`src/hw/mf2_pkg.sv`:
```
/*
 * Shared types and constants for the Multiface Two add-on.
 * Port matches use only the high address byte, as the CPC decodes them.
 * Shadow offsets follow the layout the add-on ROM expects in its RAM.
 */
`default_nettype none

package mf2_pkg;

	//////////////////////////////
	// Widths and basic types
	//////////////////////////////
	localparam int unsigned mf2_addr_w    = 13;
	localparam int unsigned mf2_ram_depth = 2 ** mf2_addr_w;    // 8 KiB

	typedef logic [mf2_addr_w-1:0] ram_addr_t;
	typedef logic [15:0]           cpu_addr_t;
	typedef logic [7:0]            cpu_data_t;

	typedef struct packed {
		cpu_addr_t addr;
		cpu_data_t dout;    // CPU write data
		logic      m1;      // Opcode fetch
		logic      io_wr;
		logic      mem_rd;
		logic      mem_wr;
	} cpu_bus_t;

	typedef struct packed {
		logic stop_disabled;    // Button ignored and the add-on never pages in
		logic hide_on_reset;
	} mf2_cfg_t;

	// Gate array command byte with the function in the top two bits
	localparam logic [1:0] ga_func_pen    = 2'b00;
	localparam logic [1:0] ga_func_colour = 2'b01;
	localparam logic [1:0] ga_func_mode   = 2'b10;
	localparam logic [1:0] ga_func_bank   = 2'b11;

	typedef union packed {
		struct packed {
			logic [1:0] func;
			logic       spare;
			logic       border;    // Selects border instead of a pen
			logic [3:0] pen;
		} pen_v;
		struct packed {
			logic [1:0] func;
			logic [5:0] value;
		} colour_v;
	} ga_cmd_u;

	//////////////////////////////
	// Ports and fetch addresses
	//////////////////////////////
	localparam logic [7:0]  port_ga_hi       = 8'h7F;
	localparam logic [7:0]  port_crtc_sel_hi = 8'hBC;
	localparam logic [7:0]  port_crtc_val_hi = 8'hBD;
	localparam logic [7:0]  port_ppi_ctl_hi  = 8'hF7;
	localparam logic [7:0]  port_rom_sel_hi  = 8'hDF;
	localparam logic [13:0] port_mf2_ctl     = 14'b11111110111010;    // FEE8 / FEEA

	localparam cpu_addr_t nmi_vector = 16'h0066;
	localparam cpu_addr_t hide_entry = 16'h0065;

	// Where each write-only register lands in the add-on RAM
	localparam ram_addr_t shadow_pen_idx   = 13'h1FCF;
	localparam ram_addr_t shadow_border    = 13'h1FDF;
	localparam ram_addr_t shadow_pen_base  = 13'h1F90;
	localparam ram_addr_t shadow_mode      = 13'h1FEF;
	localparam ram_addr_t shadow_bank      = 13'h1FFF;
	localparam ram_addr_t shadow_crtc_sel  = 13'h1CFF;
	localparam ram_addr_t shadow_crtc_base = 13'h1DB0;
	localparam ram_addr_t shadow_ppi       = 13'h17FF;
	localparam ram_addr_t shadow_rom_sel   = 13'h1AAC;

	localparam logic [2:0] rom_window = 3'b000;    // 0000-1FFF
	localparam logic [2:0] ram_window = 3'b001;    // 2000-3FFF

	typedef struct packed {
		logic      io_wr_edge;
		logic      m1_edge;
		logic      ctl_port_hit;
		logic      ctl_disable;    // Address bit 1 of the control port
		logic      shadow_hit;
		ram_addr_t shadow_addr;
	} bus_event_t;

	typedef struct packed {
		logic      we;
		ram_addr_t addr;
		cpu_data_t wdata;
	} ram_req_t;

endpackage

`default_nettype wire

```
`src/hw/mf2_paging_ctrl.sv`:
```
/*
 * Paging controller for the Multiface Two.
 * key_nmi may be asynchronous; it passes one sampling register first.
 * rom_en and ram_en are combinational on the live CPU address.
 * One RAM request per clock; the control port write issues none.
 */
`timescale 1ns/1ns
`default_nettype none

module mf2_paging_ctrl (
	input  logic                clk_sys,
	input  logic                reset,
	input  mf2_pkg::cpu_bus_t   cpu,
	input  mf2_pkg::bus_event_t evt,
	input  logic                key_nmi,
	input  mf2_pkg::mf2_cfg_t   cfg,
	output logic                nmi,
	output logic                mf2_active,
	output logic                rom_en,
	output logic                ram_en,
	output mf2_pkg::ram_req_t   req
);

	import mf2_pkg::*;

	logic      key_s;    // Sampled button
	logic      key_q;
	logic      enable;
	logic      hidden;
	logic      ctl_wr;
	logic      shadow_wr;
	logic      ram_wr;
	logic      req_we;
	ram_addr_t req_addr;
	cpu_data_t req_wdata;

	assign ctl_wr    = evt.io_wr_edge & evt.ctl_port_hit;
	assign shadow_wr = evt.io_wr_edge & evt.shadow_hit & ~ctl_wr;
	assign ram_wr    = cpu.mem_wr & ram_en;

	//////////////////////////////
	// NMI, enable and hidden
	//////////////////////////////
	always_ff @(posedge clk_sys) begin
		if (reset) begin
			key_s  <= 1'b0;
			key_q  <= 1'b0;
			nmi    <= 1'b0;
			enable <= 1'b0;
			hidden <= cfg.hide_on_reset;
			req_we <= 1'b0;
		end else begin
			key_s <= key_nmi;
			key_q <= key_s;
			if (key_s && !key_q && !enable && !cfg.stop_disabled) nmi <= 1'b1;
			if (nmi && evt.m1_edge && cpu.addr == nmi_vector) begin    // Page in
				enable <= 1'b1;
				hidden <= 1'b0;
				nmi    <= 1'b0;
			end
			if (enable && evt.m1_edge && cpu.addr == hide_entry) hidden <= 1'b1;
			// Port write wins over the paging above
			if (ctl_wr) enable <= ~evt.ctl_disable & ~hidden & ~cfg.stop_disabled;
			req_we <= ~ctl_wr & (shadow_wr | ram_wr);
		end
	end

	// Shadow store takes the decoded offset, everything else the CPU address
	always_ff @(posedge clk_sys) begin
		req_addr  <= shadow_wr ? evt.shadow_addr : ram_addr_t'(cpu.addr[12:0]);
		req_wdata <= cpu.dout;
	end

	assign req.we    = req_we;
	assign req.addr  = req_addr;
	assign req.wdata = req_wdata;

	assign mf2_active = enable;
	assign rom_en     = enable & (cpu.addr[15:13] == rom_window);
	assign ram_en     = enable & (cpu.addr[15:13] == ram_window);

endmodule

`default_nettype wire

```
`config.mk`:
```
export PLATFORM = sky130hd
export DESIGN_NAME = mf2_paging_ctrl
export DESIGN_NICKNAME = d
export VERILOG_FILES = /design/src/hw/mf2_pkg.sv /design/src/hw/mf2_paging_ctrl.sv
export SDC_FILE = /design/constraint.sdc
export NUM_CORES = 1
export LEC_CHECK = 0
export BUFFER_PORTS_ARGS = -buffer_cell sky130_fd_sc_hd__buf_2
export CORE_MARGIN = 1
export CORE_UTILIZATION = 34
export DETAILED_ROUTE_END_ITERATION = 10
export PLACE_DENSITY = 0.75
export SETUP_SLACK_MARGIN = 0.05
export SLEW_MARGIN = 30
export SYNTH_ARGS = -nofsm -noshare
export SYNTH_HDL_FRONTEND = slang
export SYNTH_SLANG_ARGS = --single-unit
```
`constraint.sdc`:
```
create_clock -name clk_sys -period 1 [get_ports clk_sys]
set_input_delay 0 -clock clk_sys [delete_from_list [all_inputs] [get_ports clk_sys]]
set_output_delay 0 -clock clk_sys [all_outputs]
set_load 0.03 [all_outputs]
```
==> flow_summary.json, run 1 <==
{
  "synthMuxAreaShare": 0.191,
  "yosys_register_bits": 27,
  "synthAdderAreaFrac": 0,
  "setup_viol": 3,
  "synthSimpleGateAreaFrac": 0.146,
  "met3_length_um": 252,
  "power_density_mw_per_mm2": 1180,
  "final_common_cell": "buf_2",
  "die-height_um": 55.2,
  "clock_sinks": 27,
  "antenna_found_initial": 0,
  "finalMaxSlewViolations": 0,
  "yosys_warnings": 0,
  "port_buffers": 73,
  "grt_max_degree": 16,
  "insertion_delay_ns": 0.32,
  "arrival_ns": 1.12,
  "finalCoreUtilization": 0.730,
  "synth_top_family_by_area": "multiplexers",
  "start_kind": "flop",
  "worst_slack_ns": -0.0626,
  "syn_inst": 73,
  "path_class": "flop to flop",
  "fmaxAchievable_ghz": 0.941,
  "hold_violations": 0,
  "nFillCells": 163,
  "stdcell_count": 223,
  "synth_compound_area_frac": 0.0507,
  "drt-initial-drc-count": 34,
  "min_period_over_period": 1.06,
  "start_util": 0.375,
  "crit_required_ns": 1.06,
  "htreeDepth": 1,
  "antenna_cells": 0,
  "ys_seq_area_frac": 0.572,
  "vias": 1064,
  "drv_cap": 0,
  "worstMarginPinSlew_ns": 0.445,
  "cpPeakStageDelay_ns": 0.42,
  "dieArea_mm2": 0.00305,
  "vdd_drop_max_mv": 0.767,
  "wl_met2_um": 1970,
  "wire_per_inst_um": 17.0,
  "hold_class": "primary input to flop",
  "p_leak_nw": 0.916,
  "min_period_ns": 1.06,
  "critPathMaxFanout": 7,
  "cp_top_family": "flip-flops",
  "cp_cell_sequence": "nand3b_1 > nand2b_4 > a21o_1",
  "clockBufferDepth": 2,
  "clockRootBuffer": "clkbuf_4",
  "grt_pass1_vias": 1035,
  "coreArea_mm2": 0.00257,
  "syn_nets": 124,
  "layout-drive-gt1-share": 0.534,
  "grt_pass1_wl_um": 4790,
  "layout_common_cells": "buf_2 (70), dlygate4sd3_1 (41), dfxtp_1 (24)",
  "synth_cell_types": 28,
  "dp_cells": 178,
  "num_io_pins": 77,
  "crit_buf_inv": 0,
  "highest_layer": "met4",
  "cts_buffers": 3,
  "place_ws_ns": -0.186,
  "viasPerCell": 4.77,
  "slew_headroom": 0.700,
  "fp-row-count": 18,
  "wl_um": 3790,
  "violations": "setup timing",
  "ant_nets": 0,
  "rsz0062_at_grt": "yes",
  "cts.clk_slew.worst_paths_ns": 0.15,
  "end_kind": "flop",
  "grt-ovfl-total": 0,
  "synthToLayoutAreaGrowth_pct": 94.8,
  "gp_congestion": 0.684,
  "cts_tree": "built",
  "rr_startpoint": "mf2_active$_SDFFE_PP0P_",
  "post-route-drc-count": 0,
  "nets": 245,
  "synthesis.area_um2": 962,
  "setup.worst_path.start": "mf2_active$_SDFFE_PP0P_",
  "dp_hpwl_um": 1760,
  "wl_met1_um": 1540,
  "synth_xor_area_frac": 0,
  "slowest_stage": "dfxtp_4",
  "avgSynthCellArea_um2": 13.2,
  "die_x_um": 55.2,
  "min_from": "cpu[26]",
  "track_usage": 0.234,
  "skew_ns": 0.0123,
  "drt_pre_antenna_iters": 4,
  "status": "finished with violations"
}
timing repair:
| action | 4_1_cts | 5_1_grt |
|---|---|---|
| pin swaps | 1 | 5 |
| gates resized for setup | 8 | 5 |
| hold endpoints to repair | 27 | 0 |
| setup buffers | 0 | 0 |
| setup endpoints to repair | 5 | 8 |
| hold buffers | 41 | 0 |
cell usage after synthesis (all sizes together):
cell type   n  area [um^2]
and3b       1         8.76
nand3b      1         7.51
and4        1         8.76
nor2b       2         12.5
and3        1         6.26
mux2       13          184
nand4       2         12.5
nand2b      1         6.26
buf         3         38.8
nand2       4         15.0
nor2        3         11.3
nor4b       2         17.5
a32oi       1         8.76
or2         1         6.26
a21oi       1         5.00
o31ai       1         7.51
and4b       1         10.0
nor4        2         12.5
a211oi      1         7.51
a21o        1         7.51
nor3        1         5.00
o21ai       1         5.00
a21boi      1         7.51
edfxtp      1         30.0
dfxtp      26          521
registers in the layout, indices dropped and copies added, names as in the netlist:
signal / cells
req_addr: 13
req_wdata: 8
hidden: 1
key_q: 1
key_s: 1
mf2_active: 1
nmi: 1
req_we: 1
layout make-up:
class                   instances  area (um^2)  area share
flip-flops and latches         27          558       0.298
multi-input cells              43          403       0.215
well taps                      30         37.5      0.0200
clock inverters                 1         5.00     0.00267
clock buffers                   3         22.5      0.0120
repair buffers                119          848       0.453
worst register-to-register path, delay by kind of cell (launching register included):
| kind | cells | cell delay [ns] |
|---|---|---|
| compound gates | 1 | 0.11 |
| flops | 1 | 0.42 |
| simple gates | 2 | 0.28 |
kinds of logic after synthesis:
kind of cell | count (synthesis)
buf+inv | 3
simple gates | 23
compound gates | 7
flops | 27
mux | 13
where the power goes:
group / switching (mW) / internal [mW] / total [mW]
sequential: 0.0241 / 1.15 / 1.17
combinational: 0.271 / 0.295 / 0.566
clock: 0.318 / 0.150 / 0.468
total: 0.613 / 1.59 / 2.20
path summary, 6_finish.rpt:
path | end | slack, ns | cells past startpoint
setup / recovery | hidden$_DFFE_PP_ | -0.06 | 3
hold / removal | req_we$_SDFF_PP0_ | 0.02 | 4
setup reg to reg | hidden$_DFFE_PP_ | -0.06 | 3
hold reg to reg | key_q$_SDFF_PP0_ | 0.48 | 1
per-stage QoR:
stage,TNS [ns],power (mW),instance area (um^2),hold WS [ns]
CTS,-0.133,2.17,1860,0.00454
finish,-0.152,2.20,1870,0.0176
global placement,-0.247,1.58,1390,0.102
floorplan,-0.0634,1.41,976,0.0277
global route,-0.421,2.29,1870,0.0382
detailed placement,-0.271,1.59,1390,0.105
routing by layer:
metal  up-vias  track usage
li1        503            -
met1       503        0.259
met2        56        0.474
met3         2       0.0273
met4         0       0.0375
met5         -            0
Note: power is estimated with default switching activity, not from simulation.
==> run 2: changes to the inputs <==
RECOVER_POWER = 50   (was default)
==> flow_summary.json, run 2 (same netlist as run 1, synthesis figures left out) <==
{
  "status": "finished with violations",
  "violations": "setup timing",
  "start_kind": "flop",
  "track_usage": 0.234,
  "grt_pass1_vias": 1035,
  "worstMarginPinSlew_ns": 0.428,
  "slowest_stage": "dfxtp_4",
  "insertion_delay_ns": 0.33,
  "path_class": "flop to flop",
  "hold_class": "primary input to flop",
  "top_register": "req_addr",
  "rr_startpoint": "mf2_active$_SDFFE_PP0P_",
  "crit_required_ns": 1.06,
  "arrival_ns": 1.13,
  "reg.largest.list": "req_addr x13, req_wdata x8",
  "wire_per_inst_um": 17.0,
  "min_period_ns": 1.07,
  "reg2reg_to": "hidden$_DFFE_PP_",
  "layout-drive-gt1-share": 0.482,
  "num_io_pins": 77,
  "clockRootBuffer": "clkbuf_4",
  "synthToLayoutAreaGrowth_pct": 91.2,
  "min_from": "cpu[26]",
  "slew_headroom": 0.712,
  "grt-ovfl-total": 0,
  "worst_slack_ns": -0.0721,
  "place_ws_ns": -0.186,
  "post-route-drc-count": 0,
  "placed_area_mm2": 0.00139,
  "cpPeakStageDelay_ns": 0.42,
  "setup_tns_ns": -0.207,
  "die_x_um": 55.2,
  "die-height_um": 55.2,
  "fin_area_mm2": 0.00184,
  "port_buffers": 73,
  "finalMaxSlewViolations": 0,
  "critPathMaxFanout": 7,
  "holdPathStages": 4,
  "min_period_over_period": 1.07,
  "layout_common_cells": "buf_2 (68), dlygate4sd3_1 (41), dfxtp_1 (24)",
  "dieArea_mm2": 0.00305,
  "dp_hpwl_um": 1760,
  "drv_cap": 0,
  "r2r_slack_ns": -0.07,
  "antenna_cells": 0,
  "cts_buffers": 3,
  "largest_reg_flops": 13,
  "rsz0062_at_grt": "yes",
  "wl_um": 3790,
  "p_leak_nw": 0.867,
  "cts_tree": "built",
  "vias": 1085,
  "power.total_mw": 2.18,
  "clock_sinks": 27,
  "ant_nets": 0,
  "htreeDepth": 1,
  "grt_max_degree": 16,
  "end_kind": "flop",
  "antenna_found_initial": 0,
  "drt_pre_antenna_iters": 4,
  "cp_cell_sequence": "nand3b_1 > nand2b_4 > a21o_1",
  "setup_viol": 4,
  "clockBufferDepth": 2,
  "vdd_drop_max_mv": 0.756,
  "gp_congestion": 0.684,
  "start_util": 0.375,
  "fmaxAchievable_ghz": 0.933,
  "viasPerCell": 4.87,
  "skew_ns": 0.0132,
  "coreArea_mm2": 0.00257,
  "drt-initial-drc-count": 17,
  "reg2reg_depth": 3,
  "cts_setup_buffers": 0,
  "final_common_cell": "buf_2",
  "hold_violations": 0,
  "nets": 245,
  "whs_endpoint": "req_we$_SDFF_PP0_",
  "power_density_mw_per_mm2": 1190,
  "cts.clk_slew.worst_paths_ns": 0.15,
  "whs_ns": 0.0155,
  "grt_pass1_wl_um": 4790,
  "fp-row-count": 18
}
-- run 2: worst max path at each step --
stage | from | end | slack (ns)
finish | mf2_active$_SDFFE_PP0P_ | hidden$_DFFE_PP_ | -0.07
global placement | cpu[22] | hidden$_DFFE_PP_ | -0.17
global route | mf2_active$_SDFFE_PP0P_ | rom_en | -0.11
detailed placement | cpu[22] | hidden$_DFFE_PP_ | -0.19
CTS | mf2_active$_SDFFE_PP0P_ | ram_en | -0.05
floorplan | nmi$_SDFFE_PP0P_ | hidden$_DFFE_PP_ | -0.06
-- run 2: power breakdown --
part           total [mW]  leakage (nW)  switching, mW  internal [mW]
Sequential           1.17         0.229         0.0238           1.15
Clock               0.474        0.0177          0.324          0.150
Combinational       0.541         0.620          0.268          0.273
Total                2.18         0.867          0.616           1.57
-- run 2: final cells by class --
type                            count  area [um^2]
Clock buffer                        3         22.5
Clock inverter                      1         5.00
Fill cell                         179          728
Multi-Input combinational cell     43          369
Sequential cell                    27          558
Tap cell                           30         37.5
Timing Repair Buffer              119          847
-- run 2: worst max-delay path, delay by kind of cell (launching register included) --
kind,cells,cell delay [ns]
simple gates,2,0.28
compound gates,1,0.11
flops,1,0.42
-- run 2: timing repair --
action	in CTS	in global routing
pin swaps	1	5
hold buffers	41	0
gates resized for setup	8	5
endpoints found under the hold margin	27	0
setup endpoints to repair	5	8
-- run 2: stage by stage --
stage               cells   util
floorplan              73      -
global placement      178  0.541
CTS                   223  0.724
detailed placement    178  0.541
finish                223  0.716
global route          223  0.716
-- run 2: metal layers --
metal | vias to the layer above | global-route usage | wire length [um]
met5 | - | 0 | 0
met3 | 4 | 0.0273 | 269
met2 | 64 | 0.474 | 1950
li1 | 504 | - | -
met1 | 513 | 0.259 | 1520
met4 | 0 | 0.0375 | 47
==> run 3: changes to the inputs <==
CAP_MARGIN = 20   (was default)
PLACE_DENSITY = 0.8   (was 0.75)
==> flow_summary.json, run 3 (same netlist as run 1, synthesis figures left out) <==
{
  "r2r_slack_ns": -0.08,
  "num_io_pins": 77,
  "synthToLayoutAreaGrowth_pct": 89.9,
  "slew_headroom": 0.736,
  "power_density_mw_per_mm2": 1190,
  "cts_buffers": 3,
  "grt_pass1_vias": 1088,
  "path_class": "flop to flop",
  "rsz0062_at_grt": "yes",
  "hold_violations": 0,
  "cts_setup_buffers": 0,
  "setup.worst_path.start": "nmi$_SDFFE_PP0P_",
  "dp_cells": 183,
  "antenna_cells": 0,
  "ant_nets": 0,
  "gp_congestion": 0.710,
  "insertion_delay_ns": 0.32,
  "end_kind": "flop",
  "arrival_ns": 1.18,
  "status": "finished with violations",
  "viasPerCell": 4.78,
  "wl_um": 3700,
  "die-height_um": 55.2,
  "reg2reg_depth": 3,
  "vias": 1080,
  "fp-row-count": 18,
  "worst_slack_ns": -0.0756,
  "post-route-drc-count": 0,
  "nets": 248,
  "clockRootBuffer": "clkbuf_4",
  "cpPeakStageDelay_ns": 0.37,
  "die_x_um": 55.2,
  "track_usage": 0.247,
  "min_period_over_period": 1.08,
  "place_ws_ns": -0.192,
  "grt-ovfl-total": 0,
  "drv_cap": 0,
  "cp_cell_sequence": "and3b_1 > nand2b_1 > a21o_1",
  "layout-drive-gt1-share": 0.485,
  "hold_class": "primary input to flop",
  "violations": "setup timing",
  "worstMarginPinSlew_ns": 0.390,
  "htreeDepth": 1,
  "cts_tree": "built",
  "finalMaxSlewViolations": 0,
  "final_common_cell": "buf_2",
  "min_from": "cpu[19]",
  "cts.clk_slew.worst_paths_ns": 0.14,
  "drt_pre_antenna_iters": 4,
  "power.total_mw": 2.18,
  "wire_per_inst_um": 16.3,
  "start_util": 0.375,
  "nFillCells": 195,
  "skew_ns": 0.000781,
  "layout_common_cells": "buf_2 (67), dlygate4sd3_1 (39), dfxtp_1 (24)",
  "grt_max_degree": 16,
  "dp_hpwl_um": 2000,
  "antenna_found_initial": 0,
  "coreArea_mm2": 0.00257,
  "crit_end": "hidden$_DFFE_PP_",
  "critPathMaxFanout": 2,
  "reg2reg_to": "hidden$_DFFE_PP_",
  "crit_required_ns": 1.11,
  "setup_viol": 3,
  "min_period_ns": 1.08,
  "top_register": "req_addr",
  "drt-initial-drc-count": 24,
  "clock_sinks": 27,
  "clockBufferDepth": 2,
  "grt_pass1_wl_um": 4930,
  "p_leak_nw": 0.880,
  "register_area_um2": 558,
  "slowest_stage": "dfxtp_4",
  "port_buffers": 73,
  "start_kind": "flop",
  "dieArea_mm2": 0.00305,
  "multi_input_area_um2": 364,
  "reg.largest.list": "req_addr x13, req_wdata x8",
  "stdcell_count": 226,
  "vdd_drop_max_mv": 1.00,
  "fmaxAchievable_ghz": 0.930,
  "rr_startpoint": "nmi$_SDFFE_PP0P_",
  "largest_reg_flops": 13
}
[run 3: final cells by class]
class | count | area share
Clock buffer | 3 | 0.0123
Tap cell | 30 | 0.0205
Multi-Input combinational cell | 43 | 0.199
Timing Repair Buffer | 122 | 0.460
Sequential cell | 27 | 0.305
Clock inverter | 1 | 0.00274
[run 3: power breakdown]
group          switching, mW  internal, mW  total (mW)  leakage, nW
clock network          0.322         0.150       0.472       0.0177
logic                  0.265         0.275       0.540        0.633
registers             0.0239          1.15        1.17        0.229
[run 3: how the worst min path moves through the flow]
stage | end | slack [ns] | cells past startpoint
5_1_grt | req_addr[7]$_DFF_P_ | -0.0008 | 3
2_1_floorplan | req_wdata[0]$_DFF_P_ | 0.03 | 0
3_3_place_gp | req_wdata[2]$_DFF_P_ | 0.10 | 1
3_5_place_dp | req_wdata[2]$_DFF_P_ | 0.10 | 1
6_report | req_addr[7]$_DFF_P_ | 0.01 | 3
4_1_cts | req_addr[8]$_DFF_P_ | 0.00002 | 3
[run 3: through the flow]
step	hold slack, ns	util	cell area (um^2)	TNS, ns
floorplan	0.0277	-	976	-0.0634
global placement	0.102	0.551	1420	-0.278
detailed placement	0.104	0.551	1420	-0.470
CTS	0.0000215	0.718	1840	-0.145
global route	-0.000815	0.712	1830	-0.375
finish	0.0111	0.712	1830	-0.167
[run 3: critical path, delay by kind of cell, from the launching register on]
| kind | cells | cell delay (ns) |
|---|---|---|
| compound gates | 1 | 0.17 |
| flops | 1 | 0.37 |
| simple gates | 2 | 0.32 |
[run 3: routing by layer]
metal  wire length [um]  vias up  global-route usage
met1               1420      494               0.247
met5                  0        -                   0
met3                279       12              0.0410
met4                103        0               0.104
li1                   -      510                   -
met2               1890       64               0.490
[run 3: timing repair]
item	CTS	global route
hold endpoints to repair	27	1
resized for setup	6	2
endpoints found under the setup margin	6	8
hold buffers	38	1
pin swaps	1	1
