### src/hw/mf2_pkg.sv
/*
 * Shared types and constants for the Multiface Two add-on.
 * Port matches use only the high address byte, as the CPC decodes them.
 * Shadow offsets follow the layout the add-on ROM expects in its RAM.
 */
`default_nettype none

package mf2_pkg;

	//////////////////////////////
	// Widths and basic types
	//////////////////////////////
	localparam int unsigned mf2_addr_w    = 13;
	localparam int unsigned mf2_ram_depth = 2 ** mf2_addr_w;    // 8 KiB

	typedef logic [mf2_addr_w-1:0] ram_addr_t;
	typedef logic [15:0]           cpu_addr_t;
	typedef logic [7:0]            cpu_data_t;

	typedef struct packed {
		cpu_addr_t addr;
		cpu_data_t dout;    // CPU write data
		logic      m1;      // Opcode fetch
		logic      io_wr;
		logic      mem_rd;
		logic      mem_wr;
	} cpu_bus_t;

	typedef struct packed {
		logic stop_disabled;    // Button ignored and the add-on never pages in
		logic hide_on_reset;
	} mf2_cfg_t;

	// Gate array command byte with the function in the top two bits
	localparam logic [1:0] ga_func_pen    = 2'b00;
	localparam logic [1:0] ga_func_colour = 2'b01;
	localparam logic [1:0] ga_func_mode   = 2'b10;
	localparam logic [1:0] ga_func_bank   = 2'b11;

	typedef union packed {
		struct packed {
			logic [1:0] func;
			logic       spare;
			logic       border;    // Selects border instead of a pen
			logic [3:0] pen;
		} pen_v;
		struct packed {
			logic [1:0] func;
			logic [5:0] value;
		} colour_v;
	} ga_cmd_u;

	//////////////////////////////
	// Ports and fetch addresses
	//////////////////////////////
	localparam logic [7:0]  port_ga_hi       = 8'h7F;
	localparam logic [7:0]  port_crtc_sel_hi = 8'hBC;
	localparam logic [7:0]  port_crtc_val_hi = 8'hBD;
	localparam logic [7:0]  port_ppi_ctl_hi  = 8'hF7;
	localparam logic [7:0]  port_rom_sel_hi  = 8'hDF;
	localparam logic [13:0] port_mf2_ctl     = 14'b11111110111010;    // FEE8 / FEEA

	localparam cpu_addr_t nmi_vector = 16'h0066;
	localparam cpu_addr_t hide_entry = 16'h0065;

	// Where each write-only register lands in the add-on RAM
	localparam ram_addr_t shadow_pen_idx   = 13'h1FCF;
	localparam ram_addr_t shadow_border    = 13'h1FDF;
	localparam ram_addr_t shadow_pen_base  = 13'h1F90;
	localparam ram_addr_t shadow_mode      = 13'h1FEF;
	localparam ram_addr_t shadow_bank      = 13'h1FFF;
	localparam ram_addr_t shadow_crtc_sel  = 13'h1CFF;
	localparam ram_addr_t shadow_crtc_base = 13'h1DB0;
	localparam ram_addr_t shadow_ppi       = 13'h17FF;
	localparam ram_addr_t shadow_rom_sel   = 13'h1AAC;

	localparam logic [2:0] rom_window = 3'b000;    // 0000-1FFF
	localparam logic [2:0] ram_window = 3'b001;    // 2000-3FFF

	typedef struct packed {
		logic      io_wr_edge;
		logic      m1_edge;
		logic      ctl_port_hit;
		logic      ctl_disable;    // Address bit 1 of the control port
		logic      shadow_hit;
		ram_addr_t shadow_addr;
	} bus_event_t;

	typedef struct packed {
		logic      we;
		ram_addr_t addr;
		cpu_data_t wdata;
	} ram_req_t;

endpackage

`default_nettype wire

### src/hw/mf2_bus_decode.sv
/*
 * Bus decoder for the Multiface Two.
 * Strobe edges are found against the level seen one clock earlier, so
 * io_wr and m1 must stay high for at least one clock per bus cycle.
 * Hit flags are pure address decodes; qualify them with io_wr_edge.
 */
`timescale 1ns/1ns
`default_nettype none

module mf2_bus_decode (
	input  logic                clk_sys,
	input  logic                reset,
	input  mf2_pkg::cpu_bus_t   cpu,
	output mf2_pkg::bus_event_t evt
);

	import mf2_pkg::*;

	logic      io_wr_q;
	logic      m1_q;
	logic      io_wr_edge;
	logic [4:0] pen_sel;     // {border, pen} from the last pen select
	logic [3:0] crtc_reg;    // Last CRTC register select
	logic [7:0] addr_hi;
	ga_cmd_u   cmd;
	logic      is_pen_sel;
	logic      is_colour;
	logic      shadow_hit;
	ram_addr_t shadow_addr;

	assign addr_hi    = cpu.addr[15:8];
	assign cmd        = cpu.dout;
	assign io_wr_edge = cpu.io_wr & ~io_wr_q;

	// Same byte read two ways depending on the function bits
	assign is_pen_sel = cmd.pen_v.func == ga_func_pen;
	assign is_colour  = cmd.colour_v.func == ga_func_colour;

	//////////////////////////////
	// Previous levels and selects
	//////////////////////////////
	always_ff @(posedge clk_sys) begin
		if (reset) begin
			io_wr_q  <= 1'b0;
			m1_q     <= 1'b0;
			pen_sel  <= '0;
			crtc_reg <= '0;
		end else begin
			io_wr_q <= cpu.io_wr;
			m1_q    <= cpu.m1;
			if (io_wr_edge && addr_hi == port_ga_hi && is_pen_sel) begin
				pen_sel <= {cmd.pen_v.border, cmd.pen_v.pen};
			end
			if (io_wr_edge && addr_hi == port_crtc_sel_hi) begin
				crtc_reg <= cpu.dout[3:0];
			end
		end
	end

	//////////////////////////////
	// Shadow address map
	//////////////////////////////
	always_comb begin
		shadow_hit  = 1'b1;
		shadow_addr = '0;
		case (addr_hi)
			port_ga_hi: begin
				if (is_pen_sel) begin
					shadow_addr = shadow_pen_idx;
				end else if (is_colour) begin
					// Colour goes to the border or to the selected pen slot
					shadow_addr = pen_sel[4] ? shadow_border
						: shadow_pen_base + ram_addr_t'(pen_sel[3:0]);
				end else if (cmd.pen_v.func == ga_func_mode) begin
					shadow_addr = shadow_mode;
				end else begin
					shadow_addr = shadow_bank;    // RAM banking
				end
			end
			port_crtc_sel_hi: shadow_addr = shadow_crtc_sel;
			port_crtc_val_hi: shadow_addr = shadow_crtc_base + ram_addr_t'(crtc_reg);
			port_ppi_ctl_hi:  shadow_addr = shadow_ppi;        // 8255 control
			port_rom_sel_hi:  shadow_addr = shadow_rom_sel;    // Upper ROM
			default:          shadow_hit  = 1'b0;
		endcase
	end

	assign evt.io_wr_edge   = io_wr_edge;
	assign evt.m1_edge      = cpu.m1 & ~m1_q;
	assign evt.ctl_port_hit = cpu.addr[15:2] == port_mf2_ctl;
	assign evt.ctl_disable  = cpu.addr[1];
	assign evt.shadow_hit   = shadow_hit;
	assign evt.shadow_addr  = shadow_addr;

endmodule

`default_nettype wire

### config.mk
export PLATFORM = sky130hd
export DESIGN_NAME = mf2_bus_decode
export DESIGN_NICKNAME = d
export VERILOG_FILES = /design/src/hw/mf2_pkg.sv /design/src/hw/mf2_bus_decode.sv
export SDC_FILE = /design/constraint.sdc
export NUM_CORES = 1
export LEC_CHECK = 0
export ABC_AREA = 1
export BUFFER_PORTS_ARGS = -buffer_cell sky130_fd_sc_hd__clkbuf_2
export CAP_MARGIN = 20
export CORE_ASPECT_RATIO = 0.7
export CORE_MARGIN = 1.5
export CORE_UTILIZATION = 48
export DETAILED_ROUTE_END_ITERATION = 8
export GPL_ROUTABILITY_DRIVEN = 0
export GPL_TIMING_DRIVEN = 1
export HOLD_SLACK_MARGIN = 0.03
export MAX_ROUTING_LAYER = met4
export PLACE_DENSITY_LB_ADDON = 0.1
export SKIP_CTS_REPAIR_TIMING = 1
export SYNTH_ARGS = -nofsm -noshare
export SYNTH_HDL_FRONTEND = slang
export SYNTH_SLANG_ARGS = --single-unit
### constraint.sdc
create_clock -name clk_sys -period 1.5 [get_ports clk_sys]
set_input_delay 0 -clock clk_sys [delete_from_list [all_inputs] [get_ports clk_sys]]
set_output_delay 0 -clock clk_sys [all_outputs]
set_load 0.01 [all_outputs]
==> results of run 1 <==
## cell type report
type	count	area [um^2]	share of cell area (%)
multi-input combinational	110	515	42.8
timing repair buffer	45	245	20.4
sequential	11	220	18.3
inverter	45	169	14.0
tap	22	27.5	2.29
clock buffer	4	26.3	2.18
## logic make-up after synthesis
group,Yosys count
buffers and inverters,50
flip-flops,11
AND/OR/NAND/NOR,108
AO/OA/AOI/OAI,2
## critical path, delay by kind of cell, from the launching register on
family / cells / cell delay (ns)
simple gates: 4 / 0.50
flops: 1 / 0.33
buf+inv: 1 / 0.13
## final timing paths
kind         slack (ns)  cells past startpoint     endpoint
min reg2reg        0.52                      4   pen_sel[3]
min                0.07                      5  crtc_reg[0]
max reg2reg        0.40                      7   pen_sel[1]
max                0.26                      5       evt[0]
## stage by stage
step / instances / setup slack (ns) / area [um^2]
2_1_floorplan: 171 / 0.554 / 946
3_3_place_gp: 229 / 0.469 / 1140
3_5_place_dp: 229 / 0.433 / 1140
4_1_cts: 233 / 0.254 / 1160
5_1_grt: 237 / 0.184 / 1200
6_report: 237 / 0.262 / 1200
## placed cells by master (no fill, tap or decap), drive strengths merged
cell type and n:
nor3 3, nand2 51, nand3b 1, inv 44
clkbuf 45, nand3 10, nand4 12, o21ai 2
nor2 31, clkinv 1, dfxtp 11, dlygate4sd3 4
## power groups by stage
stage	Sequential, uW	Combinational (uW)	Clock, uW
6_report	296	130	210
5_1_grt	296	145	228
3_5_place_dp	303	120	0
4_1_cts	296	121	216
3_3_place_gp	302	118	0
2_1_floorplan	302	72.2	0
## per-layer routing
metal	vias to the layer above	share of wire, %	GRT usage [%]
met1	445	48	27.2
met3	2	8.7	6.13
met2	49	43	34.7
met4	0	0.37	5.36
met5	-	0	-
li1	599	-	-
## synthesized netlist by cell type
cell type / number / area [um^2]
nand3b_1: 1 / 7.51
nor2_4: 3 / 33.8
inv_1: 42 / 158
nand4_1: 12 / 75.1
dfxtp_1: 11 / 220
nor2_2: 2 / 12.5
o21ai_0: 2 / 10.0
buf_4: 4 / 30.0
buf_6: 1 / 11.3
nand2_1: 47 / 176
nand2_2: 4 / 25.0
nor3_1: 3 / 15.0
nand3_4: 1 / 17.5
clkinv_1: 1 / 3.75
inv_2: 2 / 7.51
nand3_1: 9 / 45.0
nor2_1: 26 / 97.6
==> results.sh, run 1 <==
export IMPL_grt_use_total_pct=21.5
export IMPL_finalSetupViolations=0
export IMPL_hold_viol=0
export IMPL_drt_iter0_drc=39
export IMPL_worstSetupPathType="reg2out"
export IMPL_rsz0062_at_grt="no"
export IMPL_gr_total_overflow=0
export IMPL_via_count=1095
export IMPL_core_area_um2=1850
export IMPL_cts_made_buffers=3
export IMPL_postRouteAntennaNets=0
export IMPL_grt_max_degree=12
export IMPL_ys_ff_latch=11
export IMPL_htree_levels=1
export IMPL_die_w_um=56.1
export IMPL_wl_mm=2.19
export IMPL_period_minus_slack_ns=1.24
export IMPL_p_total_uw=635
export IMPL_drive_above_1_share_pct=26.0
export IMPL_final_util_pct=64.9
export IMPL_netlist_area_um2=946
export IMPL_power_switching_uw=183
export IMPL_syn_to_final_growth_pct=27.2
export IMPL_grt_pass1_wl_mm=3.53
export IMPL_synth_adder_area_share_pct=0
export IMPL_cts_sinks=11
export IMPL_io_buffers=41
export IMPL_synth_compound_area_share_pct=1.06
export IMPL_cap_violations=0
export IMPL_fin_tns_setup_ns=0
export IMPL_finalCritPeriodShare_pct=82.6
export IMPL_cp_start_kind="register"
export IMPL_synth_seq_area_share_pct=23.3
export IMPL_wl_per_cell_um=9.23
export IMPL_synthDistinctLibCells=17
export IMPL_yosysWarningCount=0
export IMPL_holdWs_ns=0.0675
export IMPL_die_area_um2=2250
export IMPL_syn_inst=171
export IMPL_syn_area_per_cell_um2=5.53
export IMPL_crit_fanout=4
export IMPL_initial_core_util_pct=51.0
export IMPL_p_per_area_nw_per_um2=528
export IMPL_timing_fmax_mhz=808
export IMPL_pwr_share_clk_pct=33.0
export IMPL_status="finished, final reports clean"
export IMPL_cp_cell_sequence="nor3_1 -> nand2_1 -> nand2_1 -> nand3_1 -> clkbuf_2"
export IMPL_peakVddDrop_uv=364
export IMPL_cp_data_arrival_time_ns=1.24
export IMPL_n_fill_cell=190
export IMPL_skew_ns=0.00247
export IMPL_cellLeakagePower_uw=0.000743
export IMPL_power_frac_comb_pct=20.4
export IMPL_r2r_start="io_wr_q"
export IMPL_critPathMaxStageDelay_ns=0.33
export IMPL_synth_mux_area_fraction_pct=0
export IMPL_clk_path_buf_depth=2
export IMPL_min_from="cpu[4]"
export IMPL_hpwlAfterDp_mm=1.79
export IMPL_tightest_slew_ns=0.309
export IMPL_die_height_um=40.1
export IMPL_end_kind="primary output"
export IMPL_seqPwrFrac_pct=46.6
export IMPL_slew_headroom_pct=79.4
export IMPL_netSwitchingFraction_pct=28.8
export IMPL_viasPerCell=4.62
export IMPL_drc_errors=0
export IMPL_root_buffer="clkbuf_4"
export IMPL_syn_num_nets=201
export IMPL_synth_top_family_by_area="simple AND/OR/NAND/NOR gates"
export IMPL_crit_path_frequent_cell="nand2_1"
export IMPL_tritoncts="done"
export IMPL_synth_simple_gate_area_share_pct=53.4
export IMPL_required_ns=1.50
export IMPL_p_int_uw=452
export IMPL_synth_xor_area_share_pct=0
export IMPL_worstSetupStartpoint="pen_sel[4]"
export IMPL_first_pass_iters=4
export IMPL_final_nets=246
export IMPL_antenna_found_initial=0
export IMPL_hold_path_class="in2reg"
export IMPL_num_rows=13
export IMPL_grt_pass1_vias=838
export IMPL_pin_count=48
export IMPL_num_antenna_cells=0
export IMPL_clk_latency_ns=0.27
export IMPL_slew_viol_final=0
export IMPL_largest_register_ffs=5
export IMPL_crit_slowest_cell="dfxtp_1"
export IMPL_clkTransAtPathRegs_ns=0.07
(Power assumes the default switching activity.)
==> run 2: changes to the inputs <==
--- a/config.mk
+++ b/config.mk
@@ -10,7 +10,7 @@
 export CAP_MARGIN = 20
 export CORE_ASPECT_RATIO = 0.7
 export CORE_MARGIN = 1.5
-export CORE_UTILIZATION = 48
+export CORE_UTILIZATION = 45
 export DETAILED_ROUTE_END_ITERATION = 8
 export GPL_ROUTABILITY_DRIVEN = 0
 export GPL_TIMING_DRIVEN = 1
==> constraint.sdc (replaced) <==
create_clock -name clk_sys -period 1.2 [get_ports clk_sys]
set_input_delay 0 -clock clk_sys [delete_from_list [all_inputs] [get_ports clk_sys]]
set_output_delay 0 -clock clk_sys [all_outputs]
set_load 0.01 [all_outputs]
==> run 2 against run 1 <==
Net effect: the flow now finishes with violations (DRC); clock skew rose by 0.0018 ns; core utilization fell by 0.90 points; non-clock buffer count rose by 1; setup slack got worse by 0.24 ns; power rose by 23%; cell count rose by 0.42%; largest cell class unchanged; largest power group unchanged; highest routed layer is now met3.
==> results.sh, run 2 (synthesis gave the netlist of run 1 again) <==
export IMPL_cellLeakagePower_uw=0.000752
export IMPL_holdPathStages=5
export IMPL_drive_above_1_share_pct=27.8
export IMPL_skew_ns=0.00426
export IMPL_worstSetupPathType="reg2out"
export IMPL_slew_viol_final=0
export IMPL_required_ns=1.20
export IMPL_grt_pass1_vias=874
export IMPL_register_area_um2=224
export IMPL_antenna_found_initial=0
export IMPL_cp_start_kind="register"
export IMPL_via_count=1071
export IMPL_hold_viol=0
export IMPL_grt_pass1_wl_mm=3.62
export IMPL_p_per_area_nw_per_um2=638
export IMPL_status="complete, but fails checks"
export IMPL_syn_to_final_growth_pct=29.9
export IMPL_cap_violations=0
export IMPL_peakVddDrop_uv=545
export IMPL_timing_fmax_mhz=849
export IMPL_postRouteAntennaNets=0
export IMPL_violations="DRC"
export IMPL_io_buffers=41
export IMPL_pwr_share_clk_pct=31.7
export IMPL_drt_iter0_drc=52
export IMPL_fin_tns_setup_ns=0
export IMPL_first_pass_iters=6
export IMPL_most_common_layout_cells="47 x nand2_1, 42 x inv_1, 39 x clkbuf_2"
export IMPL_crit_fanout=4
export IMPL_crit_path_frequent_cell="nand2_1"
export IMPL_tritoncts="done"
export IMPL_core_area_um2=1920
export IMPL_setup_ws_ns=0.0216
export IMPL_wl_per_cell_um=9.32
export IMPL_cp_data_arrival_time_ns=1.18
export IMPL_placed_cells=230
export IMPL_clk_latency_ns=0.27
export IMPL_netSwitchingFraction_pct=27.9
export IMPL_layout_commonest_cell="nand2_1"
export IMPL_clkTransAtPathRegs_ns=0.06
export IMPL_slew_headroom_pct=81.4
export IMPL_finalSetupViolations=0
export IMPL_drc_errors=6
export IMPL_die_height_um=41.4
export IMPL_clk_path_buf_depth=2
export IMPL_pin_count=48
export IMPL_hold_path_class="in2reg"
export IMPL_p_int_uw=565
export IMPL_cts_sinks=11
export IMPL_grt_max_degree=10
export IMPL_viasPerCell=4.50
export IMPL_die_w_um=57.8
export IMPL_htree_levels=1
export IMPL_pre_cts_ws_ns=0.145
export IMPL_worst_r2r_path_depth=7
export IMPL_root_buffer="clkbuf_4"
export IMPL_finalCritPeriodShare_pct=98.2
export IMPL_gr_total_overflow=0
export IMPL_largest_register_ffs=5
export IMPL_wl_mm=2.22
export IMPL_hpwlAfterDp_mm=1.81
export IMPL_final_cells=238
export IMPL_tightest_slew_ns=0.278
export IMPL_cts_made_buffers=3
export IMPL_cp_cell_sequence="nor2_1 -> nand2_1 -> nand3_1 -> o21ai_1 -> inv_1 -> nand2_1 -> buf_2"
export IMPL_power_frac_comb_pct=21.4
export IMPL_multi_input_area_um2=529
export IMPL_end_kind="primary output"
export IMPL_grt_use_total_pct=20.9
export IMPL_period_minus_slack_ns=1.18
export IMPL_p_total_uw=784
export IMPL_crit_slowest_cell="dfxtp_4"
export IMPL_num_antenna_cells=0
export IMPL_final_util_pct=64.0
export IMPL_num_rows=13
export IMPL_rsz0062_at_grt="yes"
export IMPL_n_fill_cell=180
export IMPL_initial_core_util_pct=49.3
export IMPL_power_switching_uw=219
export IMPL_die_area_um2=2390
export IMPL_critPathMaxStageDelay_ns=0.36
export IMPL_final_nets=247
export IMPL_seqPwrFrac_pct=46.9
-- run 2: power groups by stage --
stage,logic (uW),clock network (uW),registers [uW]
floorplan,90.3,0,378
global placement,150,0,378
detailed placement,152,0,378
CTS,153,264,369
global route,189,273,368
finish,168,248,368
-- run 2: critical path: cells and delay by family, from the launching register on --
| family | cells | cell delay (ns) |
|---|---|---|
| AND/OR/NAND/NOR | 4 | 0.31 |
| flip-flops | 1 | 0.36 |
| buffers and inverters | 2 | 0.20 |
| AO/OA/AOI/OAI | 1 | 0.06 |
-- run 2: layout make-up --
type                            instances  area share (%)
Sequential cell                        11            18.2
Multi-Input combinational cell        110            43.1
Timing Repair Buffer                   46            20.6
Inverter                               45            13.7
Tap cell                               22            2.24
Clock buffer                            4            2.14
-- run 2: through the flow --
step / cell area [um^2] / hold slack (ns)
finish: 1230 / 0.0754
global route: 1230 / 0.101
CTS: 1170 / -0.0984
detailed placement: 1140 / 0.000119
global placement: 1140 / 0.000119
floorplan: 946 / 0.0712
-- run 2: layer usage --
layer	vias to the layer above	share of wire, %	global-route usage [%]
li1	598	-	-
met1	444	51	25.6
met2	29	43	36.4
met3	0	5.5	5.56
met4	0	0	3.49
met5	-	0	-
-- run 2: final timing paths --
path              slack, ns          to       start
hold / removal         0.08  pen_sel[4]      cpu[8]
setup reg to reg       0.11  pen_sel[4]     io_wr_q
hold reg to reg        0.52  pen_sel[3]  pen_sel[3]
setup / recovery       0.02      evt[3]  pen_sel[4]
==> run 3: changes to the inputs <==
--- a/config.mk
+++ b/config.mk
@@ -11,12 +11,13 @@
 export CORE_ASPECT_RATIO = 0.7
 export CORE_MARGIN = 1.5
 export CORE_UTILIZATION = 45
+export CTS_CLUSTER_DIAMETER = 30
 export DETAILED_ROUTE_END_ITERATION = 8
 export GPL_ROUTABILITY_DRIVEN = 0
 export GPL_TIMING_DRIVEN = 1
 export HOLD_SLACK_MARGIN = 0.03
 export MAX_ROUTING_LAYER = met4
-export PLACE_DENSITY_LB_ADDON = 0.1
+export PLACE_DENSITY = 0.79
 export SKIP_CTS_REPAIR_TIMING = 1
 export SYNTH_ARGS = -nofsm -noshare
 export SYNTH_HDL_FRONTEND = slang
==> constraint.sdc (replaced) <==
create_clock -name clk_sys -period 1.2 [get_ports clk_sys]
set_input_delay 0 -clock clk_sys [delete_from_list [all_inputs] [get_ports clk_sys]]
set_output_delay 0 -clock clk_sys [all_outputs]
set_load 0.05 [all_outputs]
==> run 3 against run 2 <==
Net effect: the flow finishes with violations (DRC, setup timing); largest power group unchanged; first-iteration DRC count up 13%; die area unchanged; cell area up 5.8%; combinational power up 27%; power up 6.8%; largest cell class unchanged.
==> results.sh, run 3 (synthesis gave the netlist of run 1 again) <==
export IMPL_htree_levels=1
export IMPL_cellLeakagePower_uw=0.000785
export IMPL_grt_pass1_vias=888
export IMPL_final_util_pct=67.7
export IMPL_core_area_um2=1920
export IMPL_gr_total_overflow=0
export IMPL_clkTransAtPathRegs_ns=0.07
export IMPL_required_ns=1.20
export IMPL_largest_register_ffs=5
export IMPL_grt_pass1_wl_mm=3.53
export IMPL_wl_per_cell_um=9.97
export IMPL_crit_fanout=4
export IMPL_critPathMaxStageDelay_ns=0.37
export IMPL_die_height_um=41.4
export IMPL_register_area_um2=224
export IMPL_die_w_um=57.8
export IMPL_clk_latency_ns=0.27
export IMPL_tightest_slew_ns=0.496
export IMPL_cp_start_kind="register"
export IMPL_syn_to_final_growth_pct=37.4
export IMPL_violations="DRC, setup timing"
export IMPL_timing_fmax_mhz=818
export IMPL_rsz0062_at_grt="yes"
export IMPL_tritoncts="done"
export IMPL_initial_core_util_pct=49.3
export IMPL_wl_mm=2.40
export IMPL_status="complete, but fails checks"
export IMPL_finalSetupViolations=1
export IMPL_first_pass_iters=6
export IMPL_worstSetupPathType="reg2out"
export IMPL_end_kind="primary output"
export IMPL_cp_data_arrival_time_ns=1.22
export IMPL_cap_violations=0
export IMPL_drive_above_1_share_pct=30.6
export IMPL_crit_buf_inv=1
export IMPL_skew_ns=0.00643
export IMPL_cp_cell_sequence="nor3_4 -> nand2_1 -> nand2_1 -> nand3_2 -> buf_6"
export IMPL_finalCritPeriodShare_pct=102
export IMPL_cp_top_family="simple AND/OR/NAND/NOR gates"
export IMPL_hpwlAfterDp_mm=1.86
export IMPL_layout_commonest_cell="nand2_1"
export IMPL_drc_errors=6
export IMPL_io_buffers=41
export IMPL_period_minus_slack_ns=1.22
export IMPL_grt_use_total_pct=20.8
export IMPL_p_per_area_nw_per_um2=644
export IMPL_final_nets=250
export IMPL_most_common_layout_cells="46 x nand2_1, 42 x inv_1, 32 x clkbuf_2"
export IMPL_pre_cts_ws_ns=0.112
export IMPL_pin_count=48
export IMPL_clk_path_buf_depth=2
export IMPL_hold_viol=0
export IMPL_holdWs_ns=0.0683
export IMPL_die_area_um2=2390
export IMPL_cts_made_buffers=3
export IMPL_setup_ws_ns=-0.0226
export IMPL_viasPerCell=4.70
export IMPL_slew_viol_final=0
export IMPL_crit_path_frequent_cell="nand2_1"
export IMPL_antenna_found_initial=0
export IMPL_root_buffer="clkbuf_4"
export IMPL_hold_path_class="in2reg"
export IMPL_multi_input_area_um2=544
export IMPL_grt_max_degree=10
export IMPL_via_count=1132
export IMPL_num_rows=13
export IMPL_num_antenna_cells=0
export IMPL_peakVddDrop_uv=636
export IMPL_n_fill_cell=177
export IMPL_slew_headroom_pct=66.8
export IMPL_crit_slowest_cell="dfxtp_4"
export IMPL_drt_iter0_drc=59
export IMPL_postRouteAntennaNets=0
export IMPL_cts_sinks=11
==> run 3: layout make-up <==
class                           count  share of cell area [%]
Multi-Input combinational cell    110                    41.9
Timing Repair Buffer               49                    23.8
Sequential cell                    11                    17.2
Inverter                           45                    13.0
Tap cell                           22                    2.12
Clock buffer                        4                    2.02
==> run 3: worst paths after layout <==
path	slack (ns)	startpoint	cells past startpoint	to
min reg2reg	0.53	pen_sel[2]	4	pen_sel[2]
max reg2reg	0.10	io_wr_q	7	pen_sel[4]
max	-0.02	pen_sel[4]	5	evt[0]
min	0.07	cpu[8]	5	pen_sel[4]
==> run 3: through the flow <==
stage	area [um^2]	cells	total power (uW)	setup TNS, ns
3_5_place_dp	1170	233	566	0
6_report	1300	241	837	-0.0226
2_1_floorplan	951	171	506	0
3_3_place_gp	1170	233	561	0
5_1_grt	1300	241	874	-0.303
4_1_cts	1200	237	818	-0.522
==> run 3: report_power, final <==
part | internal (uW) | switching, uW | leakage [uW]
sequential | 366 | 1.11 | 0.0000899
clock | 129 | 126 | 0.0000150
combinational | 76.7 | 137 | 0.000680
total | 572 | 265 | 0.000785
==> run 3: metal layers <==
layer  wire (um)  up-vias  GRT usage [%]  share of wire, %
met1        1040      484           24.3                43
met3         171        4           5.56               7.1
li1            -      606              -                 -
met4          30        0           6.98               1.2
met2        1160       38           36.1                48
met5           0        -              -                 0
==> run 3: tightest hold or removal path: stages <==
cell and delay [ns]:
clkbuf_2 0.08, inv_1 0.04, nand4_1 0.08, nand2_1 0.07
nor2_1 0.04
